===== src/source/mipsCore_defines.svh =====
`default_nettype none

`ifndef MIPSCORE_DEFINES_SVH
`define MIPSCORE_DEFINES_SVH

// first fetch address after reset
`define RESET_PC 32'h0000_0000
// general purpose register file
`define REG_COUNT 32
`define REG_IDX_W 5

`endif

`default_nettype wire

===== src/source/mipsIsaPkg.sv =====
`include "mipsCore_defines.svh"
`default_nettype none

package mipsIsaPkg;

	// primary opcodes, bits 31:26
	typedef enum logic [5:0] {
		OP_RTYPE = 6'b000000,
		OP_J     = 6'b000010,
		OP_BEQ   = 6'b000100,
		OP_BNE   = 6'b000101,
		OP_ADDIU = 6'b001001,
		OP_LUI   = 6'b001111,
		OP_LB    = 6'b100000,
		OP_LH    = 6'b100001,
		OP_LW    = 6'b100011,
		OP_LBU   = 6'b100100,
		OP_LHU   = 6'b100101,
		OP_SB    = 6'b101000,
		OP_SH    = 6'b101001,
		OP_SW    = 6'b101011
	} opcodeT;

	// r-type function codes, bits 5:0
	typedef enum logic [5:0] {
		FN_MFHI = 6'b010000,
		FN_MFLO = 6'b010010,
		FN_MULT = 6'b011000,
		FN_ADDU = 6'b100001,
		FN_SUBU = 6'b100011,
		FN_AND  = 6'b100100,
		FN_OR   = 6'b100101,
		FN_SLT  = 6'b101010
	} functT;

	// add is zero so a bubble decodes as a harmless add
	typedef enum logic [3:0] {
		ALU_ADD, ALU_SUB, ALU_AND, ALU_OR, ALU_SLT,
		ALU_LUI, ALU_MULT, ALU_MFHI, ALU_MFLO
	} aluOpT;

	// access width of loads and stores
	typedef enum logic [1:0] {
		MEM_BYTE = 2'd0,
		MEM_HALF = 2'd1,
		MEM_WORD = 2'd2
	} memSizeT;

endpackage

`default_nettype wire


===== src/source/mipsPipePkg.sv =====
`include "mipsCore_defines.svh"
`default_nettype none

package mipsPipePkg;
	import mipsIsaPkg::*;

	typedef struct packed {
		logic [31:0] instr;
		logic [31:0] pcPlus4;
	} fetchDecodeT;

	typedef struct packed {
		logic [31:0] srcA;
		logic [31:0] srcB;
		logic [31:0] imm;
		logic [`REG_IDX_W-1:0] rs;
		logic [`REG_IDX_W-1:0] rt;
		logic [`REG_IDX_W-1:0] rd;
		aluOpT aluOp;
		logic aluSrc;
		logic regWrite;
		logic memRead;
		logic memWrite;
		logic loadUnsigned;
		logic hiloWrite;
		memSizeT memSize;
	} decodeExecT;

	typedef struct packed {
		logic [31:0] aluResult;
		logic [31:0] storeData;
		logic [`REG_IDX_W-1:0] rd;
		logic regWrite;
		logic memRead;
		logic memWrite;
		memSizeT memSize;
		logic loadUnsigned;
	} execMemT;

	// load data itself rides in a separate register
	typedef struct packed {
		logic [31:0] aluResult;
		logic [`REG_IDX_W-1:0] rd;
		logic regWrite;
		logic memRead;
		memSizeT memSize;
		logic loadUnsigned;
	} memWbT;

	// decode back to fetch
	typedef struct packed {
		logic taken;
		logic [31:0] target;
	} redirectT;

	// register write port, also the forwarding source
	typedef struct packed {
		logic regWrite;
		logic [`REG_IDX_W-1:0] rd;
		logic [31:0] result;
	} wbT;

	typedef enum logic [1:0] {
		FWD_NONE = 2'b00,
		FWD_WB   = 2'b01,
		FWD_MEM  = 2'b10
	} fwdSelT;

endpackage

`default_nettype wire


===== src/source/fetchStage.sv =====
`timescale 1ns/100ps
`include "mipsCore_defines.svh"
`default_nettype none

module fetchStage import mipsPipePkg::*; (
	input  logic        clk,
	input  logic        reset,
	input  logic        stallF,
	input  logic        stallD,
	input  redirectT    redirect,
	output logic [31:0] pcF,
	input  logic [31:0] instrF,
	output fetchDecodeT fdOut
);

	logic [31:0] pcPlus4F;
	logic [31:0] pcNext;

	// next pc, sequential or from decode
	assign pcPlus4F = pcF + 32'd4;
	assign pcNext = redirect.taken ? redirect.target : pcPlus4F;

	always_ff @(posedge clk) begin
		if (reset) begin
			pcF <= `RESET_PC;
		end else if (!stallF) begin
			pcF <= pcNext;
		end
	end

	////////////////////////////////////////////////////////////////////////////
	// fetch/decode register
	////////////////////////////////////////////////////////////////////////////
	always_ff @(posedge clk) begin
		if (reset) begin
			fdOut <= '0;
		end else if (!stallD) begin
			// no delay slot, drop the word behind a taken branch
			if (redirect.taken) begin
				fdOut <= '0;
			end else begin
				fdOut.instr <= instrF;
				fdOut.pcPlus4 <= pcPlus4F;
			end
		end
	end

endmodule

`default_nettype wire


===== config.mk =====
export PLATFORM = sky130hd
export DESIGN_NAME = fetchStage
export DESIGN_NICKNAME = d
export VERILOG_FILES = /design/src/source/mipsIsaPkg.sv /design/src/source/mipsPipePkg.sv /design/src/source/fetchStage.sv
export VERILOG_INCLUDE_DIRS = /design/src /design/src/source
export SDC_FILE = /design/constraint.sdc
export NUM_CORES = 1
export LEC_CHECK = 0
export BUFFER_PORTS_ARGS = -buffer_cell sky130_fd_sc_hd__buf_2
export CORE_MARGIN = 2
export CORE_UTILIZATION = 45
export DETAILED_ROUTE_END_ITERATION = 7
export PLACE_DENSITY = 0.74
export SLEW_MARGIN = 5
export SYNTH_ARGS = -nofsm -noshare
export SYNTH_HDL_FRONTEND = slang
export SYNTH_SLANG_ARGS = --single-unit

===== constraint.sdc =====
create_clock -name clk -period 3.2 [get_ports clk]
set_clock_uncertainty 0.15 [all_clocks]
set_input_delay 0.16 -clock clk [delete_from_list [all_inputs] [get_ports clk]]
set_output_delay 0.16 -clock clk [all_outputs]
set_load 0.02 [all_outputs]

Word-level counts from Yosys, hierarchy flattened
Index checks and enable logic that the tools add are counted.

word-level totals
  bits in registers = 96
  input port bits = 69
  output and inout port bits = 96
  logic and storage cells = 6

operators by class
  add/sub/neg operators = 1
  multiplexer cells = 2

operator list
  kind                                                              number
  64-bit two-way mux                                                1
  32-bit by 3-bit adder with 32-bit output (second input constant)  1
  32-bit two-way mux                                                1

Longest topological paths before layout
  word-level depth = 2
  gate-level depth with buffers = 7
  mapped depth without buffers = 6

Worst setup path before layout
No wires, ideal clock.

  path type = reg2reg
  from = reg pcF[2]
  to = reg pcF[28]
  library setup time = 132 ps
  arrival time = 1845 ps
  required time = 2918 ps
  slack = 1073 ps
  stages on the path, launching flop included = 7
  path buffers = 0
  clock period less this slack = 2127 ps
  path through = dfxtp_1 -> ha_1 -> and3_1 -> nand4_4 -> nor4_4 -> mux2i_1 -> a21oi_1

on the way
  word-level cells in the longest chain between the ends = 2

RTL lines
  item                                      RTL line          RTL
  start: declaration                        fetchStage.sv:11  output logic [31:0] pcF,
  start signal: assignment                  fetchStage.sv:25  pcF <= `RESET_PC;
  start signal: assignment                  fetchStage.sv:27  pcF <= pcNext;
  32-bit by 3-bit adder with 32-bit output  fetchStage.sv:20  assign pcPlus4F = pcF + 32'd4;
  32-bit two-way mux                        fetchStage.sv:21  assign pcNext = redirect.taken ? redirect.target : pcPlus4F;

Every way passes these cells.
A chain may end at the register's enable or synchronous reset.

Worst setup path after layout
Ends and elaborated chain as after synthesis.

==> results.md <==
- Status: completed
- Port Buffers: between 150 and 200
- Fin area: 6042 um^2
- First-pass GRT wire length: 22440 um
- FFs w/ async S/R, synth: 0%
- TritonCTS clock tree: built
- Bufs on Longest Clock Path: 2
- Die Area: 10900 um^2
- Uppermost layer routed: met4
- Via count: approximately 4700
- Initial Utilization: 46.42%
- Gr ovfl total: 0
- PostCTS Resize Cnt: 0
- Synth cell types: just over 50
- Nets@finish: 793
- Tot Pwr: 2.523 mW
- Crit end category: register
- Area post-placement: about 5400 um^2
- RSZ-0062 raised after global routing: no
- Worst-margin pin slew: between 0.9 and 1 ns
- # H-tree levels: 3
- Max Fclk: roughly 430 MHz
- DP Wirelength: 9179 um
- CTS buffer count: 9
- Maxcap violations: 0
- Hold bufs inserted after CTS: 44
- Initial antenna violation count: 0
- Die Wd: 104.4 um
- Synthesis-to-finish area growth: 33.18%
- Pin count of the biggest net entering global routing: 42
- Final hold viol count: 0
- Main flop type after synthesis: dfxtp_1
- Worst-Skew Late Latency: around 0.37 ns
- Vias in the first global route: ~4500
- FP Rows: 36
- Overall routing resource usage: approximately 25%
- Most common cell after layout, fill and taps aside: buf_2
- TritonCTS Sinks: between 90 and 100
- Max Slew Vio Count: 0
- Maximum vdd drop: about 320 uV
- Leakage: 2.595 nW
- DRC: 0
- Layout fillers: between 800 and 900
- Core ar.: 9774 um^2
- Crit-path leading delay family: simple AND/OR/NAND/NOR gates
- Syn Nets: between 600 and 700
- Worst-path maximum fanout: 9
- Rel. slew slack: around 40%
- Metal-1 WL: around 5600 um
- Setup TNS: 0 ns
- Ant. Diodes: 0
- Syn avg cell area: roughly 8.4 um^2
- Crit path largest cell delay: approximately 0.49 ns
- Final period util: about 72%
- Max stage delay cell, worst path: dfxtp_1
- Critical path launch point type: register
- Clk slew on worst S/H paths: about 0.1 ns
- Final Util: between 60% and 70%
- Min Hold Slack: around 0.017 ns
- Wire length on met3: 1204 um
- WL met2: slightly below 7000 um
- Register Area: 1922 um^2
- Post-synthesis cell count: roughly 540
- Postcts setup bufs: 0
- Clock Tree Root: clkbuf_8
- CP Buf/Inv Count: 0
- Sequential cell area fraction in the yosys report: a little over two fifths
- Crit path cell chain: ha_1, and3_1, nand4_4, nor4_4, mux2i_1, a21oi_1
- Arrival time worst endpoint: approximately 2.4 ns
- Share of cells above drive strength 1: around 28%
- Drt pass-1 iters: 5
- Synth warn: 0
- HP Class: in2reg
- DR vias/cell: about 5.5
- Antenna viol nets, final: 0
- #FFs+latches synth: 96
- Setup-failing EPs final: 0
- I/O pins: approximately 170
- Post-Route WL: about 14000 um
- Multi-input logic area: 2406 um^2
- Die H: 104.4 um
- Most frequent cells in the layout: 164 x buf_2, 96 x dfxtp_1, 75 x nor2_1
- Cell area after synthesis: between 4000 and 5000 um^2
- Final Critical Period: 2.301 ns
- Routed len/inst: approximately 16 um
- Gpl congestion: just over 0.9
- Initial DRC Count: between 200 and 300
- EDFF count, synth: 0
- Worst Setup Path Type: reg2reg
- Worst Path Required: 3.29 ns
- Pwr/cell area: between 400 and 500 nW/um^2
## registers in the layout, indices dropped and copies added (netlist names)
| register | cells |
|---|---|
| pcF | 32 |
| fdOut | 64 |
## worst register-to-register path, cell delays in order (launching register included)
cell and delay, ns:
dfxtp_1 0.49, ha_1 0.31, and3_1 0.31, nand4_4 0.22, nor4_4 0.37, mux2i_1 0.26, a21oi_1 0.09
## per-layer routing
layer	vias to the layer above	global-route usage, %
li1	2286	-
met1	2213	30.02
met2	223	42.62
met3	27	6.892
met4	0	9.266
met5	-	0
## through the flow
step | worst slack, ns | std cells
floorplan | 1.073 | 543
global placement | 1.061 | 801
detailed placement | 0.9373 | 801
CTS | 0.9264 | 861
global route | 0.7471 | 861
finish | 0.8993 | 861
## final cells by class
type,count,share of cell area [%]
Timing Repair Buffer,215,21.74
Clock inverter,7,1.450
Tap cell,133,2.754
Multi-Input combinational cell,395,39.82
Clock buffer,9,2.050
Sequential cell,96,31.81
Inverter,6,0.3727
## Yosys cell counts (7+ instances only)
library cell  instances  area [um^2]
dfxtp_1              96         1922
nor2_1               76        285.3
nand2_1              57        214.0
a22oi_1              48        360.4
o21ai_0              30        150.1
clkbuf_1             29        108.9
a21oi_1              27        135.1
xnor2_1              22        192.7
o21ai_1              14        70.07
nand3_1              12        60.06
nor3_1               11        55.05
buf_2                10        50.05
mux2i_1               9        90.09
nor2b_1               8        50.05
a31oi_1               7        43.79
## worst paths after layout
| check | startpoint | endpoint | slack, ns | cells after the start |
|---|---|---|---|---|
| min | redirect[23] | pcF[23]$_SDFFE_PP0N_ | 0.02 | 4 |
| max reg2reg | pcF[2]$_SDFFE_PP0N_ | pcF[28]$_SDFFE_PP0N_ | 0.90 | 6 |
| max | pcF[2]$_SDFFE_PP0N_ | pcF[28]$_SDFFE_PP0N_ | 0.90 | 6 |
| min reg2reg | fdOut[23]$_SDFFE_PP0N_ | fdOut[23]$_SDFFE_PP0N_ | 0.30 | 2 |
## power breakdown
part	total (mW)	internal (mW)	switching, mW
registers	1.29	1.24	0.0539
clock network	0.853	0.380	0.474
logic	0.379	0.164	0.214
## kinds of logic (layout without fill, tap and decap cells)
kind of cell | after synthesis | after routing | synth area share (%)
and+or+nand+nor | 207 | 207 | 24.19
AOI/OAI and AO/OA | 149 | 149 | 20.88
DFF | 96 | 96 | 42.36
buffers and inverters | 52 | 237 | 4.661
xor gates and xnor gates | 28 | 28 | 5.405
muxes | 10 | 10 | 2.234
adders and majority gates | 1 | 1 | 0.2757
Note: power is estimated with default switching activity, not from simulation.
