--- src/source/mipsCore_defines.svh ---
`default_nettype none

`ifndef MIPSCORE_DEFINES_SVH
`define MIPSCORE_DEFINES_SVH

// first fetch address after reset
`define RESET_PC 32'h0000_0000
// general purpose register file
`define REG_COUNT 32
`define REG_IDX_W 5

`endif

`default_nettype wire
--- src/source/mipsIsaPkg.sv ---
`include "mipsCore_defines.svh"
`default_nettype none

package mipsIsaPkg;

	// primary opcodes, bits 31:26
	typedef enum logic [5:0] {
		OP_RTYPE = 6'b000000,
		OP_J     = 6'b000010,
		OP_BEQ   = 6'b000100,
		OP_BNE   = 6'b000101,
		OP_ADDIU = 6'b001001,
		OP_LUI   = 6'b001111,
		OP_LB    = 6'b100000,
		OP_LH    = 6'b100001,
		OP_LW    = 6'b100011,
		OP_LBU   = 6'b100100,
		OP_LHU   = 6'b100101,
		OP_SB    = 6'b101000,
		OP_SH    = 6'b101001,
		OP_SW    = 6'b101011
	} opcodeT;

	// r-type function codes, bits 5:0
	typedef enum logic [5:0] {
		FN_MFHI = 6'b010000,
		FN_MFLO = 6'b010010,
		FN_MULT = 6'b011000,
		FN_ADDU = 6'b100001,
		FN_SUBU = 6'b100011,
		FN_AND  = 6'b100100,
		FN_OR   = 6'b100101,
		FN_SLT  = 6'b101010
	} functT;

	// add is zero so a bubble decodes as a harmless add
	typedef enum logic [3:0] {
		ALU_ADD, ALU_SUB, ALU_AND, ALU_OR, ALU_SLT,
		ALU_LUI, ALU_MULT, ALU_MFHI, ALU_MFLO
	} aluOpT;

	// access width of loads and stores
	typedef enum logic [1:0] {
		MEM_BYTE = 2'd0,
		MEM_HALF = 2'd1,
		MEM_WORD = 2'd2
	} memSizeT;

endpackage

`default_nettype wire

--- src/source/mipsPipePkg.sv ---
`include "mipsCore_defines.svh"
`default_nettype none

package mipsPipePkg;
	import mipsIsaPkg::*;

	typedef struct packed {
		logic [31:0] instr;
		logic [31:0] pcPlus4;
	} fetchDecodeT;

	typedef struct packed {
		logic [31:0] srcA;
		logic [31:0] srcB;
		logic [31:0] imm;
		logic [`REG_IDX_W-1:0] rs;
		logic [`REG_IDX_W-1:0] rt;
		logic [`REG_IDX_W-1:0] rd;
		aluOpT aluOp;
		logic aluSrc;
		logic regWrite;
		logic memRead;
		logic memWrite;
		logic loadUnsigned;
		logic hiloWrite;
		memSizeT memSize;
	} decodeExecT;

	typedef struct packed {
		logic [31:0] aluResult;
		logic [31:0] storeData;
		logic [`REG_IDX_W-1:0] rd;
		logic regWrite;
		logic memRead;
		logic memWrite;
		memSizeT memSize;
		logic loadUnsigned;
	} execMemT;

	// load data itself rides in a separate register
	typedef struct packed {
		logic [31:0] aluResult;
		logic [`REG_IDX_W-1:0] rd;
		logic regWrite;
		logic memRead;
		memSizeT memSize;
		logic loadUnsigned;
	} memWbT;

	// decode back to fetch
	typedef struct packed {
		logic taken;
		logic [31:0] target;
	} redirectT;

	// register write port, also the forwarding source
	typedef struct packed {
		logic regWrite;
		logic [`REG_IDX_W-1:0] rd;
		logic [31:0] result;
	} wbT;

	typedef enum logic [1:0] {
		FWD_NONE = 2'b00,
		FWD_WB   = 2'b01,
		FWD_MEM  = 2'b10
	} fwdSelT;

endpackage

`default_nettype wire

--- src/source/memoryStage.sv ---
`timescale 1ns/100ps
`default_nettype none

module memoryStage import mipsIsaPkg::*, mipsPipePkg::*; (
	input  logic        clk,
	input  logic        reset,
	input  execMemT     emIn,
	output logic        memWriteM,
	output logic [3:0]  byteEnableM,
	output logic [31:0] dataAddrM,
	output logic [31:0] writeDataM,
	input  logic [31:0] readDataM,
	output wbT          wb
);

	memWbT mw;
	logic [31:0] readDataW, loadValue;
	logic [7:0] loadByte;
	logic [15:0] loadHalf;

	assign memWriteM = emIn.memWrite;
	assign dataAddrM = emIn.aluResult;

	// strobes and replicated lanes, little endian
	always_comb begin
		case (emIn.memSize)
			MEM_BYTE: begin
				byteEnableM = 4'b0001 << emIn.aluResult[1:0];
				writeDataM = {4{emIn.storeData[7:0]}};
			end
			MEM_HALF: begin
				byteEnableM = emIn.aluResult[1] ? 4'b1100 : 4'b0011;
				writeDataM = {2{emIn.storeData[15:0]}};
			end
			default: begin
				byteEnableM = 4'b1111;
				writeDataM = emIn.storeData;
			end
		endcase
		// strobes only while storing
		if (!emIn.memWrite) byteEnableM = 4'b0000;
	end

	////////////////////////////////////////////////////////////////////////////
	// memory/writeback register
	////////////////////////////////////////////////////////////////////////////
	always_ff @(posedge clk) begin
		if (reset) begin
			mw <= '0;
		end else begin
			mw.aluResult <= emIn.aluResult;
			mw.rd <= emIn.rd;
			mw.regWrite <= emIn.regWrite;
			mw.memRead <= emIn.memRead;
			mw.memSize <= emIn.memSize;
			mw.loadUnsigned <= emIn.loadUnsigned;
		end
	end

	always_ff @(posedge clk) begin
		readDataW <= readDataM;
	end

	// lane pick from the low address bits
	assign loadByte = readDataW[8*mw.aluResult[1:0] +: 8];
	assign loadHalf = mw.aluResult[1] ? readDataW[31:16] : readDataW[15:0];

	always_comb begin
		case (mw.memSize)
			MEM_BYTE: loadValue = mw.loadUnsigned ? {24'd0, loadByte}
				: {{24{loadByte[7]}}, loadByte};
			MEM_HALF: loadValue = mw.loadUnsigned ? {16'd0, loadHalf}
				: {{16{loadHalf[15]}}, loadHalf};
			default:  loadValue = readDataW;
		endcase
	end

	assign wb.regWrite = mw.regWrite;
	assign wb.rd = mw.rd;
	assign wb.result = mw.memRead ? loadValue : mw.aluResult;

endmodule

`default_nettype wire

--- config.mk ---
export PLATFORM = sky130hd
export DESIGN_NAME = memoryStage
export DESIGN_NICKNAME = d
export VERILOG_FILES = /design/src/source/mipsIsaPkg.sv /design/src/source/mipsPipePkg.sv /design/src/source/memoryStage.sv
export VERILOG_INCLUDE_DIRS = /design/src /design/src/source
export SDC_FILE = /design/constraint.sdc
export NUM_CORES = 1
export LEC_CHECK = 0
export BUFFER_PORTS_ARGS = -buffer_cell sky130_fd_sc_hd__buf_2
export CAP_MARGIN = 20
export CORE_ASPECT_RATIO = 0.75
export CORE_MARGIN = 8
export CORE_UTILIZATION = 46
export CTS_CLUSTER_SIZE = 14
export DETAILED_ROUTE_END_ITERATION = 8
export GPL_TIMING_DRIVEN = 0
export PLACE_DENSITY_LB_ADDON = 0.08
export SLEW_MARGIN = 20
export SYNTH_ARGS = -nofsm -noshare
export SYNTH_HDL_FRONTEND = slang
export SYNTH_SLANG_ARGS = --single-unit
--- constraint.sdc ---
create_clock -name clk -period 4.1 [get_ports clk]
set_input_delay 0.615 -clock clk [delete_from_list [all_inputs] [get_ports clk]]
set_output_delay 0.615 -clock clk [all_outputs]
set_load 0.02 [all_outputs]
After elaboration in Yosys (flattened, before gate mapping)
Index checks and enable logic that the tools add are counted.
{"block": "totals", "ff_bits": 74, "memories": 0, "mem_bits_ro": 0, "latchBits": 0, "ramBits": 0, "wordCells": 22, "input_bits": 109}
{"block": "classes", "n_lt_le_gt_ge": 0, "n_reduce_logical": 2, "n_eq_ne": 2, "mul": 0, "addsub": 0, "bitwise": 0, "div": 0, "shift": 2, "n_mux": 9}
{"cell": "$pmux 32 s2", "count": 2}
{"cell": "$mux 32", "count": 3}
{"cell": "$shiftx 32x6->8", "count": 1}
{"cell": "$mux 16", "count": 1}
{"cell": "$mux 4", "count": 2}
{"cell": "$pmux 4 s2", "count": 1}
{"cell": "$eq 2x1->1 const B", "count": 2}
{"cell": "$logic_not 2->1", "count": 2}
{"cell": "$shl 1x2->4 const A", "count": 1}

Longest topological paths before layout
{"block": "logic_depth", "ltp_word": 4, "depth_mapped": 6, "depth_no_buf": 3}

Worst setup path before layout
No wires, ideal clock.
{"block": "synth_path", "path_kind": "register to output", "from": "register mw[3] (netlist bit)", "to": "output wb[19] (netlist bit)", "slack_ps": 1841, "arrival_ps": 1644, "stages_incl_launch_ff": 7, "path_cell_list": "dfxtp_1 buf_2 inv_1 or3_1 clkbuf_1 clkbuf_1 o21ai_0"}
{"element": "from (decl)", "line": "memoryStage.sv:16", "text": "memWbT mw;"}
{"element": "to (decl)", "line": "memoryStage.sv:13", "text": "output wbT wb"}

==> flow_metrics.py <==
metrics = {
    "status": {
        "status": "complete, no violations",
    },
    "synth": {
        "yosys_warnings": 0,
        "ys_async_sr_fraction_pct": 0,
        "synth_seq_area_share_pct": 42.71,
        "synth_edf_count": 0,
        "ys.flop_type": "dfxtp_1",
        "avgSynthCellArea_sq_um": 9.399,
        "synth_cells": 369,
        "synth_area_sq_um": 3468,
        "yosys.cell_types.count": 35,
        "synth_fp_nets": 478,
        "ys_ff_latch": 74,
    },
    "floorplanning": {
        "fp.dieArea_sq_um": 10600,
        "die_h_um": 91.20,
        "die-width_um": 116.3,
        "io_pins": 216,
        "num_rows": 27,
        "start_util_pct": 47.31,
        "core_area_sq_um": 7331,
    },
    "timing": {
        "worst_slack_ps": 1293,
        "grt_setup_unrepaired": "false",
        "worstMarginPinSlew_ps": 689.6,
        "hold_viol_final": 0,
        "timing.setup.tns_ps": 0,
        "period_needed_ps": 2807,
        "slew-limit-headroom_pct": 53.86,
        "setup_viol": 0,
        "slew_viol_final": 0,
        "min_period_over_period_pct": 68.45,
        "clock.fmax_ghz": 0.3563,
    },
    "finish": {
        "antenna_cells": 0,
        "areaGrowthSynthToFinish_pct": 40.55,
        "nets": 704,
        "finalInstanceArea_sq_um": 4875,
        "drive_gt1_share_pct": 52.33,
    },
    "routing": {
        "wire_per_inst_um": 16.63,
        "drt-initial-drc-count": 280,
        "ant_nets": 0,
        "dr_total_vias": 3416,
        "drtPass1Iterations": 4,
        "via_per_inst": 4.873,
        "drc": 0,
        "wl_um": 11660,
    },
    "critical_path": {
        "cp_max_fo": 10,
        "crit_required_ps": 3480,
        "crit_type": "register to output pin",
        "start_kind": "register",
        "arrival_ps": 2190,
        "critPathCaptureType": "output pin",
    },
    "global_routing": {
        "antenna_found_initial": 0,
        "grt_pass1_wl_um": 17860,
        "overflow": 0,
        "grt_usage_pct": 21.48,
        "grt_max_degree": 14,
        "first_global_vias": 3483,
    },
    "placed_design": {
        "io_buffers": 215,
        "routabilityCongestion": 0.8525,
        "pre_cts_ws_ps": 1551,
        "place_area_sq_um": 4671,
        "dp_hpwl_um": 9381,
    },
    "power": {
        "power.total_w": 0.001787,
        "leakagePower_nw": 2.407,
        "p_per_area_nw_per_um2": 366.5,
        "ir_drop_uv": 223.6,
    },
    "clock_tree": {
        "ctsHoldBuffers": 0,
        "h-tree-depth": 3,
        "cts_sinks": 74,
        "numCtsBuffers": 9,
        "ctsResizeCount": 0,
        "clkSlewWorstSetupHoldPaths_ps": 80,
        "post_cts_buffers": 0,
        "clockRootBuffer": "clkbuf_8",
        "cts_tree": "done",
        "clk_path_buf_depth": 2,
    },
    "run": {
        "maxCapViolCount": 0,
    },
    "worst_hold_path": {
        "min_path_cells": 1,
        "hold_path.class": "input pin to register",
    },
}
==> synthesized netlist by cell type, types with 3 or more instances <==
library cell | n | share of area, %
a21oi_1 | 14 | 2.0
a221oi_1 | 6 | 1.5
a22oi_1 | 14 | 3.0
and3b_1 | 6 | 1.5
buf_2 | 6 | 0.87
buf_4 | 47 | 10
clkbuf_1 | 17 | 1.8
dfxtp_1 | 74 | 43
inv_1 | 6 | 0.65
mux2_2 | 25 | 8.1
mux2i_1 | 9 | 2.6
nand2_1 | 20 | 2.2
nand3_1 | 3 | 0.43
nor2_1 | 10 | 1.1
nor2b_1 | 49 | 8.8
o21a_1 | 5 | 1.1
o21ai_0 | 27 | 3.9
o221ai_1 | 3 | 0.76
o22ai_1 | 7 | 1.3
==> where the power goes <==
part | total, W | internal, W | switching [W]
Combinational | 0.000432 | 0.000187 | 0.000246
Sequential | 0.000778 | 0.000757 | 0.0000202
Clock | 0.000577 | 0.000301 | 0.000276
Total | 0.00179 | 0.00124 | 0.000542
==> final timing paths <==
check    startpoint           end  slack [ps]
min    readDataM[8]  readDataW[8]         350
max           mw[3]        wb[28]        1290
==> critical path: stages, from the launching register on <==
cell and delay, ps:
dfxtp_1 310, buf_2 180, inv_1 150, or3_1 320
clkbuf_1 190, clkbuf_1 240, o21ai_0 230, buf_2 200
==> logic make-up after synthesis <==
logic type	Yosys count	share of synthesized area, %
buffers and inverters	77	13.85
AO/OA/AOI/OAI	85	16.05
AND/OR/NAND/NOR	98	16.02
flip-flops	74	42.71
multiplexers	35	11.36
==> metal layers <==
metal  track usage (%)  wire length [um]  vias up
met3             7.407              1315        8
met4             6.028               104        0
met5                 0                 0        -
li1                  -                 -     1682
met2             33.70              5340      170
met1             27.23              4901     1556
==> area by class of cell <==
| type | count | area [sq um] |
|---|---|---|
| Buffer | 71 | 457.9 |
| Clock buffer | 11 | 141.4 |
| Clock inverter | 5 | 62.56 |
| Fill cell | 663 | 2456 |
| Inverter | 6 | 22.52 |
| Multi-Input combinational cell | 218 | 1506 |
| Sequential cell | 74 | 1481 |
| Tap cell | 101 | 126.4 |
| Timing Repair Buffer | 215 | 1076 |
==> cell usage in the layout (no fill, tap or decap), drive strengths merged, types with 3 or more instances in the layout <==
master,Yosys,routed
nor2,10,10
clkbuf,17,28
nand3,3,3
a21oi,14,14
o221ai,3,3
buf,54,269
o21a,5,5
a22oi,15,15
inv,6,7
dfxtp,74,74
nand2,20,20
and3b,6,6
nor2b,49,49
o22ai,7,7
mux2,25,25
o21ai,27,27
mux2i,9,9
a221oi,6,6
==> state kept, by name, summed over array words and instances (netlist names) <==
register / flops
wb: 6
mw: 36
readDataW: 32
==> through the flow <==
step | instances | util (%) | hold slack [ps]
floorplan | 369 | - | 642.7
global placement | 685 | 63.71 | 718.3
detailed placement | 685 | 63.71 | 718.6
CTS | 701 | 66.50 | 328.1
global route | 701 | 66.50 | 335.0
finish | 701 | 66.50 | 354.0
Power figures use the tool's default switching activity.
