File: src/source/mipsCore_defines.svh
`default_nettype none

`ifndef MIPSCORE_DEFINES_SVH
`define MIPSCORE_DEFINES_SVH

// first fetch address after reset
`define RESET_PC 32'h0000_0000
// general purpose register file
`define REG_COUNT 32
`define REG_IDX_W 5

`endif

`default_nettype wire
File: src/source/mipsIsaPkg.sv
`include "mipsCore_defines.svh"
`default_nettype none

package mipsIsaPkg;

	// primary opcodes, bits 31:26
	typedef enum logic [5:0] {
		OP_RTYPE = 6'b000000,
		OP_J     = 6'b000010,
		OP_BEQ   = 6'b000100,
		OP_BNE   = 6'b000101,
		OP_ADDIU = 6'b001001,
		OP_LUI   = 6'b001111,
		OP_LB    = 6'b100000,
		OP_LH    = 6'b100001,
		OP_LW    = 6'b100011,
		OP_LBU   = 6'b100100,
		OP_LHU   = 6'b100101,
		OP_SB    = 6'b101000,
		OP_SH    = 6'b101001,
		OP_SW    = 6'b101011
	} opcodeT;

	// r-type function codes, bits 5:0
	typedef enum logic [5:0] {
		FN_MFHI = 6'b010000,
		FN_MFLO = 6'b010010,
		FN_MULT = 6'b011000,
		FN_ADDU = 6'b100001,
		FN_SUBU = 6'b100011,
		FN_AND  = 6'b100100,
		FN_OR   = 6'b100101,
		FN_SLT  = 6'b101010
	} functT;

	// add is zero so a bubble decodes as a harmless add
	typedef enum logic [3:0] {
		ALU_ADD, ALU_SUB, ALU_AND, ALU_OR, ALU_SLT,
		ALU_LUI, ALU_MULT, ALU_MFHI, ALU_MFLO
	} aluOpT;

	// access width of loads and stores
	typedef enum logic [1:0] {
		MEM_BYTE = 2'd0,
		MEM_HALF = 2'd1,
		MEM_WORD = 2'd2
	} memSizeT;

endpackage

`default_nettype wire

File: src/source/mipsPipePkg.sv
`include "mipsCore_defines.svh"
`default_nettype none

package mipsPipePkg;
	import mipsIsaPkg::*;

	typedef struct packed {
		logic [31:0] instr;
		logic [31:0] pcPlus4;
	} fetchDecodeT;

	typedef struct packed {
		logic [31:0] srcA;
		logic [31:0] srcB;
		logic [31:0] imm;
		logic [`REG_IDX_W-1:0] rs;
		logic [`REG_IDX_W-1:0] rt;
		logic [`REG_IDX_W-1:0] rd;
		aluOpT aluOp;
		logic aluSrc;
		logic regWrite;
		logic memRead;
		logic memWrite;
		logic loadUnsigned;
		logic hiloWrite;
		memSizeT memSize;
	} decodeExecT;

	typedef struct packed {
		logic [31:0] aluResult;
		logic [31:0] storeData;
		logic [`REG_IDX_W-1:0] rd;
		logic regWrite;
		logic memRead;
		logic memWrite;
		memSizeT memSize;
		logic loadUnsigned;
	} execMemT;

	// load data itself rides in a separate register
	typedef struct packed {
		logic [31:0] aluResult;
		logic [`REG_IDX_W-1:0] rd;
		logic regWrite;
		logic memRead;
		memSizeT memSize;
		logic loadUnsigned;
	} memWbT;

	// decode back to fetch
	typedef struct packed {
		logic taken;
		logic [31:0] target;
	} redirectT;

	// register write port, also the forwarding source
	typedef struct packed {
		logic regWrite;
		logic [`REG_IDX_W-1:0] rd;
		logic [31:0] result;
	} wbT;

	typedef enum logic [1:0] {
		FWD_NONE = 2'b00,
		FWD_WB   = 2'b01,
		FWD_MEM  = 2'b10
	} fwdSelT;

endpackage

`default_nettype wire

File: src/source/executeStage.sv
`timescale 1ns/100ps
`default_nettype none

module executeStage import mipsIsaPkg::*, mipsPipePkg::*; (
	input  logic        clk,
	input  logic        reset,
	input  decodeExecT  deIn,
	input  fwdSelT      fwdAE,
	input  fwdSelT      fwdBE,
	input  logic [31:0] wbResult,
	output execMemT     emOut,
	output logic [31:0] aluOutM
);

	logic [31:0] srcA, srcB, opB, aluResult;
	logic [31:0] hi, lo;
	logic [63:0] product;

	assign aluOutM = emOut.aluResult;

	// forwarding muxes
	always_comb begin
		case (fwdAE)
			FWD_MEM: srcA = aluOutM;
			FWD_WB:  srcA = wbResult;
			default: srcA = deIn.srcA;
		endcase
		case (fwdBE)
			FWD_MEM: srcB = aluOutM;
			FWD_WB:  srcB = wbResult;
			default: srcB = deIn.srcB;
		endcase
	end

	assign opB = deIn.aluSrc ? deIn.imm : srcB;

	// low 64 bits of sign-extended operands give the signed product
	assign product = {{32{srcA[31]}}, srcA} * {{32{srcB[31]}}, srcB};

	always_comb begin
		case (deIn.aluOp)
			ALU_ADD:  aluResult = srcA + opB;
			ALU_SUB:  aluResult = srcA - opB;
			ALU_AND:  aluResult = srcA & opB;
			ALU_OR:   aluResult = srcA | opB;
			ALU_SLT:  aluResult = {31'd0, $signed(srcA) < $signed(opB)};
			ALU_LUI:  aluResult = {opB[15:0], 16'd0};
			ALU_MFHI: aluResult = hi;
			ALU_MFLO: aluResult = lo;
			default:  aluResult = product[31:0];
		endcase
	end

	// hi/lo visible to an mfhi right behind the mult
	always_ff @(posedge clk) begin
		if (deIn.hiloWrite) begin
			hi <= product[63:32];
			lo <= product[31:0];
		end
	end

	////////////////////////////////////////////////////////////////////////////
	// execute/memory register
	////////////////////////////////////////////////////////////////////////////
	always_ff @(posedge clk) begin
		if (reset) begin
			emOut <= '0;
		end else begin
			emOut.aluResult <= aluResult;
			emOut.storeData <= srcB;
			emOut.rd <= deIn.rd;
			emOut.regWrite <= deIn.regWrite;
			emOut.memRead <= deIn.memRead;
			emOut.memWrite <= deIn.memWrite;
			emOut.memSize <= deIn.memSize;
			emOut.loadUnsigned <= deIn.loadUnsigned;
		end
	end

endmodule

`default_nettype wire

File: config.mk
export PLATFORM = sky130hd
export DESIGN_NAME = executeStage
export DESIGN_NICKNAME = d
export VERILOG_FILES = /design/src/source/mipsIsaPkg.sv /design/src/source/mipsPipePkg.sv /design/src/source/executeStage.sv
export VERILOG_INCLUDE_DIRS = /design/src /design/src/source
export SDC_FILE = /design/constraint.sdc
export NUM_CORES = 2
export LEC_CHECK = 0
export ABC_CLOCK_PERIOD_IN_PS = 26200
export BUFFER_PORTS_ARGS = -buffer_cell sky130_fd_sc_hd__buf_4
export CAP_MARGIN = 10
export CORE_MARGIN = 1
export CORE_UTILIZATION = 53
export CTS_CLUSTER_SIZE = 25
export DETAILED_ROUTE_END_ITERATION = 10
export PLACE_DENSITY_LB_ADDON = 0.12
export SYNTH_ARGS = -nofsm -noshare
export SYNTH_HDL_FRONTEND = slang
export SYNTH_SLANG_ARGS = --single-unit
File: constraint.sdc
create_clock -name clk -period 26.2 [get_ports clk]
set_clock_uncertainty 0.05 [all_clocks]
set_input_delay 5.24 -clock clk [delete_from_list [all_inputs] [get_ports clk]]
set_output_delay 5.24 -clock clk [all_outputs]
set_load 0.05 [all_outputs]
# After elaboration in Yosys (flattened, before gate mapping)
# Cells that the tools add are included.
[totals]
reg_bits = 139
inputBits = 161
[op_classes]
add_sub_neg = 2
mul = 1
magnitude_cmp = 1
n_eq_ne = 11
n_mux = 4
bitwise = 2
n_reduce_logical = 1
[ops]
columns = ["operator", "count"]
rows = [
  ["32-bit case mux with 8 select lines", 1],
  ["32-bit case mux with 2 select lines", 2],
  ["32-bit by 32-bit multiplier with 64-bit output", 1],
  ["32-bit adder", 1],
  ["32-bit bitwise AND", 1],
  ["32-bit less-than comparator", 1],
  ["32-bit two-way mux", 1],
  ["32-bit OR", 1],
  ["32-bit subtractor", 1],
  ["4-bit by 3-bit equality test with 1-bit output (second input constant)", 3],
  ["4-bit by 2-bit equality test with 1-bit output (second input constant)", 2],
  ["2-bit by 1-bit equality test with 1-bit output (second input constant)", 2],
  ["2-bit equality test (second input constant)", 2],
  ["4-bit by 1-bit equality test with 1-bit output (second input constant)", 1],
  ["4-bit equality test (second input constant)", 1],
  ["4-bit zero test", 1],
]

# Longest topological paths before layout
[logic_depth]
word_depth = 5
mapped_depth = 36
ltp_nobuf = 32

# Least setup slack after synthesis
# OpenSTA, ideal clock, no wires.
[synth_path]
path_type = "input port to flip-flop"
start = "input fwdBE[0]"
end = "register hi[29] (data pin)"
setup_time_ps = 259
arrival_ps = 13753
setup_slack_ps = 12138
cell_stages = 33
path_buffers = 5
path_cell_list = "inv_1 > ha_1 > clkbuf_1 > clkbuf_1 > clkbuf_1 > buf_1 > o21ai_1 > nand2_1 > inv_1 > fa_1 > inv_1 > fa_1 > inv_1 > fa_1 > fa_1 > inv_1 > fa_1 > inv_1 > fa_1 > inv_1 > fa_1 > inv_1 > fa_1 > ha_1 > clkbuf_1 > a21o_1 > a21o_1 > a21o_1 > a21o_1 > a21o_1 > a221o_1 > a21oi_1 > xnor2_1"
[synth_via]
elab_chain_cells = 3
elab_cells_between_ends = 4
[synth_rtl]
columns = ["element", "line", "text"]
rows = [
  ["start: declaration", "executeStage.sv:9", "input fwdSelT fwdBE,"],
  ["2-bit by 1-bit equality test with 1-bit output / 2-bit equality test (equally long branches)", "executeStage.sv:28", "case (fwdBE)"],
  ["32-bit case mux with 2 select lines (*)", "executeStage.sv:28", ""],
  ["32-bit by 32-bit multiplier with 64-bit output (*)", "executeStage.sv:38", "assign product = {{32{srcA[31]}}, srcA} * {{32{srcB[31]}}, srcB};"],
  ["via product[61]", "executeStage.sv:17", "logic [63:0] product;"],
  ["end signal: assignment", "executeStage.sv:57", "hi <= product[63:32];"],
  ["end: declaration", "executeStage.sv:16", "logic [31:0] hi, lo;"],
]
# Mark *: on every way through the listed nets, which the timed path passes. The rest lies on a longest branch.
# A chain may end at the register's enable or synchronous reset.

# Final worst setup path
[layout_path]
start = "input fwdAE[0]"
end = "register hi[31] (data pin)"
[layout_via]
elab_chain_cells = 3
elab_cells_between_ends = 4
[layout_rtl]
columns = ["element", "line", "text"]
rows = [
  ["start: declaration", "executeStage.sv:8", "input fwdSelT fwdAE,"],
  ["2-bit by 1-bit equality test with 1-bit output / 2-bit equality test (equally long branches)", "executeStage.sv:23", "case (fwdAE)"],
  ["32-bit case mux with 2 select lines (*)", "executeStage.sv:23", ""],
  ["32-bit by 32-bit multiplier with 64-bit output (*)", "executeStage.sv:38", ""],
  ["via product[63]", "executeStage.sv:17", ""],
]
# Marks and branches as above.

==> results.yml <==
worst_setup_path:
  critical_path.max_fanout: 42
  cpMostUsedCell: "fa_1"
  cp.arrival_ps: 15780
  worst-path-buf-inv: 8
  critPathLaunchType: "input port"
  crit_family: "adder cells"
  critical-path-slowest-cell: "fa_1"
  crit_type: "input port to flop"
  cp_slowest_stage_delay_ps: 1100
  worstPathRequired_ps: 26460
  endpoint_kind: "flop"
logic_synthesis:
  muxShareOfSynthArea_pct: 0.2235
  synth_compound_area_share_pct: 9.967
  synth.avg_cell_area_sq_um: 8.825
  async_flop_share_pct: 0
  synth_top_family_by_area: "adder cells"
  synthesis.nets: 6667
  yosysWarnings: 0
  ys_types: 88
  synth_xor_area_share_pct: 1.758
  synth_edf_count: 64
  syn_inst: 5138
  synthFlopType: "dfxtp_1"
  syn_area_sq_mm: 0.04534
  synth_seq_area_share_pct: 7.550
  synth_fa_ha_area_share_pct: 55.70
  synth_seq_cells: 139
  synthSimpleGateAreaFrac_pct: 13.09
final_layout:
  fillers: 7731
  areaGrowthSynthToFinish_pct: 8.513
  multi_input_area_sq_mm: 0.03685
  nNetsFinal: 6765
  final_core_util_pct: 58.42
  final_common_cell: "fa_1"
  drive_above_1_share_pct: 9.430
  final_cells: 6388
  final_cell_mix: "fa_1 (1084), inv_1 (1061), nor2_1 (668), nand2_1 (664), buf_4 (380)"
  regArea_sq_mm: 0.003423
timing:
  fmax_mhz: 64.41
  hold_viol: 0
  drv_slew: 0
  slew_headroom_pct: 9.836
  tightest_slew_ps: 1343
  finalCritPeriodShare_pct: 59.26
  grt_setup_unrepaired: "no"
  fin_ws_ps: 10670
  setup_viol: 0
  finalSetupTns_ps: 0
  min_period_ps: 15530
clocking:
  postCtsSetupBuffers: 0
  post_cts_resized: 0
  numCtsBuffers: 17
  clkSinkCount: 139
  worstSkewPairLatency_ps: 540
  clockRootBuffer: "clkbuf_16"
  clk_path_buf_depth: 2
  htreeDepth: 4
  holdBufCountCts: 0
  cts_tree: "built"
  clkTransAtPathRegs_ps: 80
floorplan:
  design.core.area_sq_mm: 0.08422
  core.rowCount: 106
  dieArea_sq_mm: 0.08672
  die_w_microns: 294.5
  die_h_microns: 294.5
  initial_core_util_pct: 53.84
  pin_count: 268
grt:
  use_met1_pct: 50.84
  overflow: 0
  grt_busiest_layer: "met2"
  grt_pass1_vias: 39660
  use_met3_pct: 10.54
  grt_pass1_wl_microns: 255000
  grt.total_usage_pct: 40.98
  antenna_found_initial: 8
  grt_max_degree: 72
  use_met2_pct: 64.50
place:
  place_inst: 6351
  hpwl_microns: 134800
  gp_congestion: 0.9996
  io_buffers: 257
  dp_slack_ps: 10270
route:
  post-route-drc-count: 0
  ant_nets: 0
  dr.first_iter.drc_count: 3574
  vias_per_cell: 5.935
  drt-pass1-iter-count: 6
  wirelength_microns: 170200
  wire_per_inst_microns: 26.64
  num_vias: 37910
run:
  maxCapViolCount: 0
min_path:
  hp-class: "flop to flop"
status:
  outcome: "finished, final reports clean"
==> per-stage QoR <==
| stage | hold WS (ps) | area (sq um) |
|---|---|---|
| 6_report | 563.5 | 49200 |
| 5_1_grt | 591.8 | 49190 |
| 4_1_cts | 536.7 | 49190 |
| 3_5_place_dp | 498.9 | 48580 |
| 3_3_place_gp | 511.7 | 48580 |
| 2_1_floorplan | 449.3 | 45340 |
==> worst paths after layout <==
kind	start	endpoint	cells after the start	slack (ps)
worst max register to register	aluOutM[6]	hi[31]	28	15970
worst min register to register	lo[1]	aluOutM[1]	2	560
worst max-delay path	fwdAE[0]	hi[31]	30	10670
worst min-delay path	lo[1]	aluOutM[1]	2	560
==> metal layers <==
metal / vias to the layer above / routed length, microns
li1: 15810 / -
met5: - / 49
met3: 513 / 17980
met2: 2039 / 77700
met1: 19540 / 62200
met4: 6 / 12230
==> cell families (layout without fill, tap and decap cells) <==
group | count (synthesis) | after routing
AO/OA/AOI/OAI | 672 | 672
XOR/XNOR | 91 | 91
adder cells (fa/ha/maj) | 1368 | 1368
buffers and inverters | 1377 | 1488
flip-flops | 139 | 139
multiplexers | 10 | 10
other | 0 | 5
AND/OR/NAND/NOR | 1481 | 1481
==> synthesized netlist by cell type (15+ instances only) <==
| master | n | area share, % |
|---|---|---|
| nand2_1 | 664 | 5.5 |
| a221oi_1 | 42 | 0.81 |
| nor2b_1 | 19 | 0.26 |
| dfxtp_1 | 75 | 3.3 |
| clkbuf_1 | 219 | 1.8 |
| xor2_1 | 23 | 0.44 |
| o211ai_1 | 16 | 0.26 |
| a22oi_1 | 71 | 1.2 |
| o21a_1 | 39 | 0.65 |
| o21bai_1 | 15 | 0.25 |
| inv_1 | 1062 | 8.8 |
| buf_4 | 33 | 0.55 |
| a211oi_1 | 24 | 0.40 |
| a21o_1 | 41 | 0.68 |
| buf_1 | 37 | 0.31 |
| edfxtp_1 | 64 | 4.2 |
| o21ai_0 | 141 | 1.6 |
| ha_1 | 284 | 7.8 |
| nor2_1 | 668 | 5.5 |
| a21oi_1 | 116 | 1.3 |
| a222oi_1 | 15 | 0.33 |
| fa_1 | 1084 | 48 |
| o21ai_1 | 50 | 0.55 |
| nand3_1 | 18 | 0.20 |
| nor3_1 | 31 | 0.34 |
| xnor2_1 | 68 | 1.3 |
==> worst reg2reg max path, delay by kind of cell (launching register included) <==
| family | cells | cell delay [ps] |
|---|---|---|
| flops | 1 | 590 |
| buf+inv | 7 | 1580 |
| fa+ha+maj | 9 | 4810 |
| compound gates | 10 | 2630 |
| simple gates | 1 | 130 |
| xor+xnor | 1 | 230 |
==> cell type report <==
class,instances,share of cell area [%]
diodes,5,0.02543
clock buffers,17,0.8646
clock inverters,15,0.3662
inverters,1076,8.209
multi-input cells,3622,74.90
flip-flops and latches,139,6.958
well taps,1134,2.884
repair buffers,380,5.798
==> sequential cells by signal, summed over array words and instances (netlist names) <==
name	cells
emOut	43
aluOutM	32
lo	32
hi	32
Power is left out: the tool's default activity adds up to more than one toggle a clock period on the data nets, which glitch-free logic cannot reach.
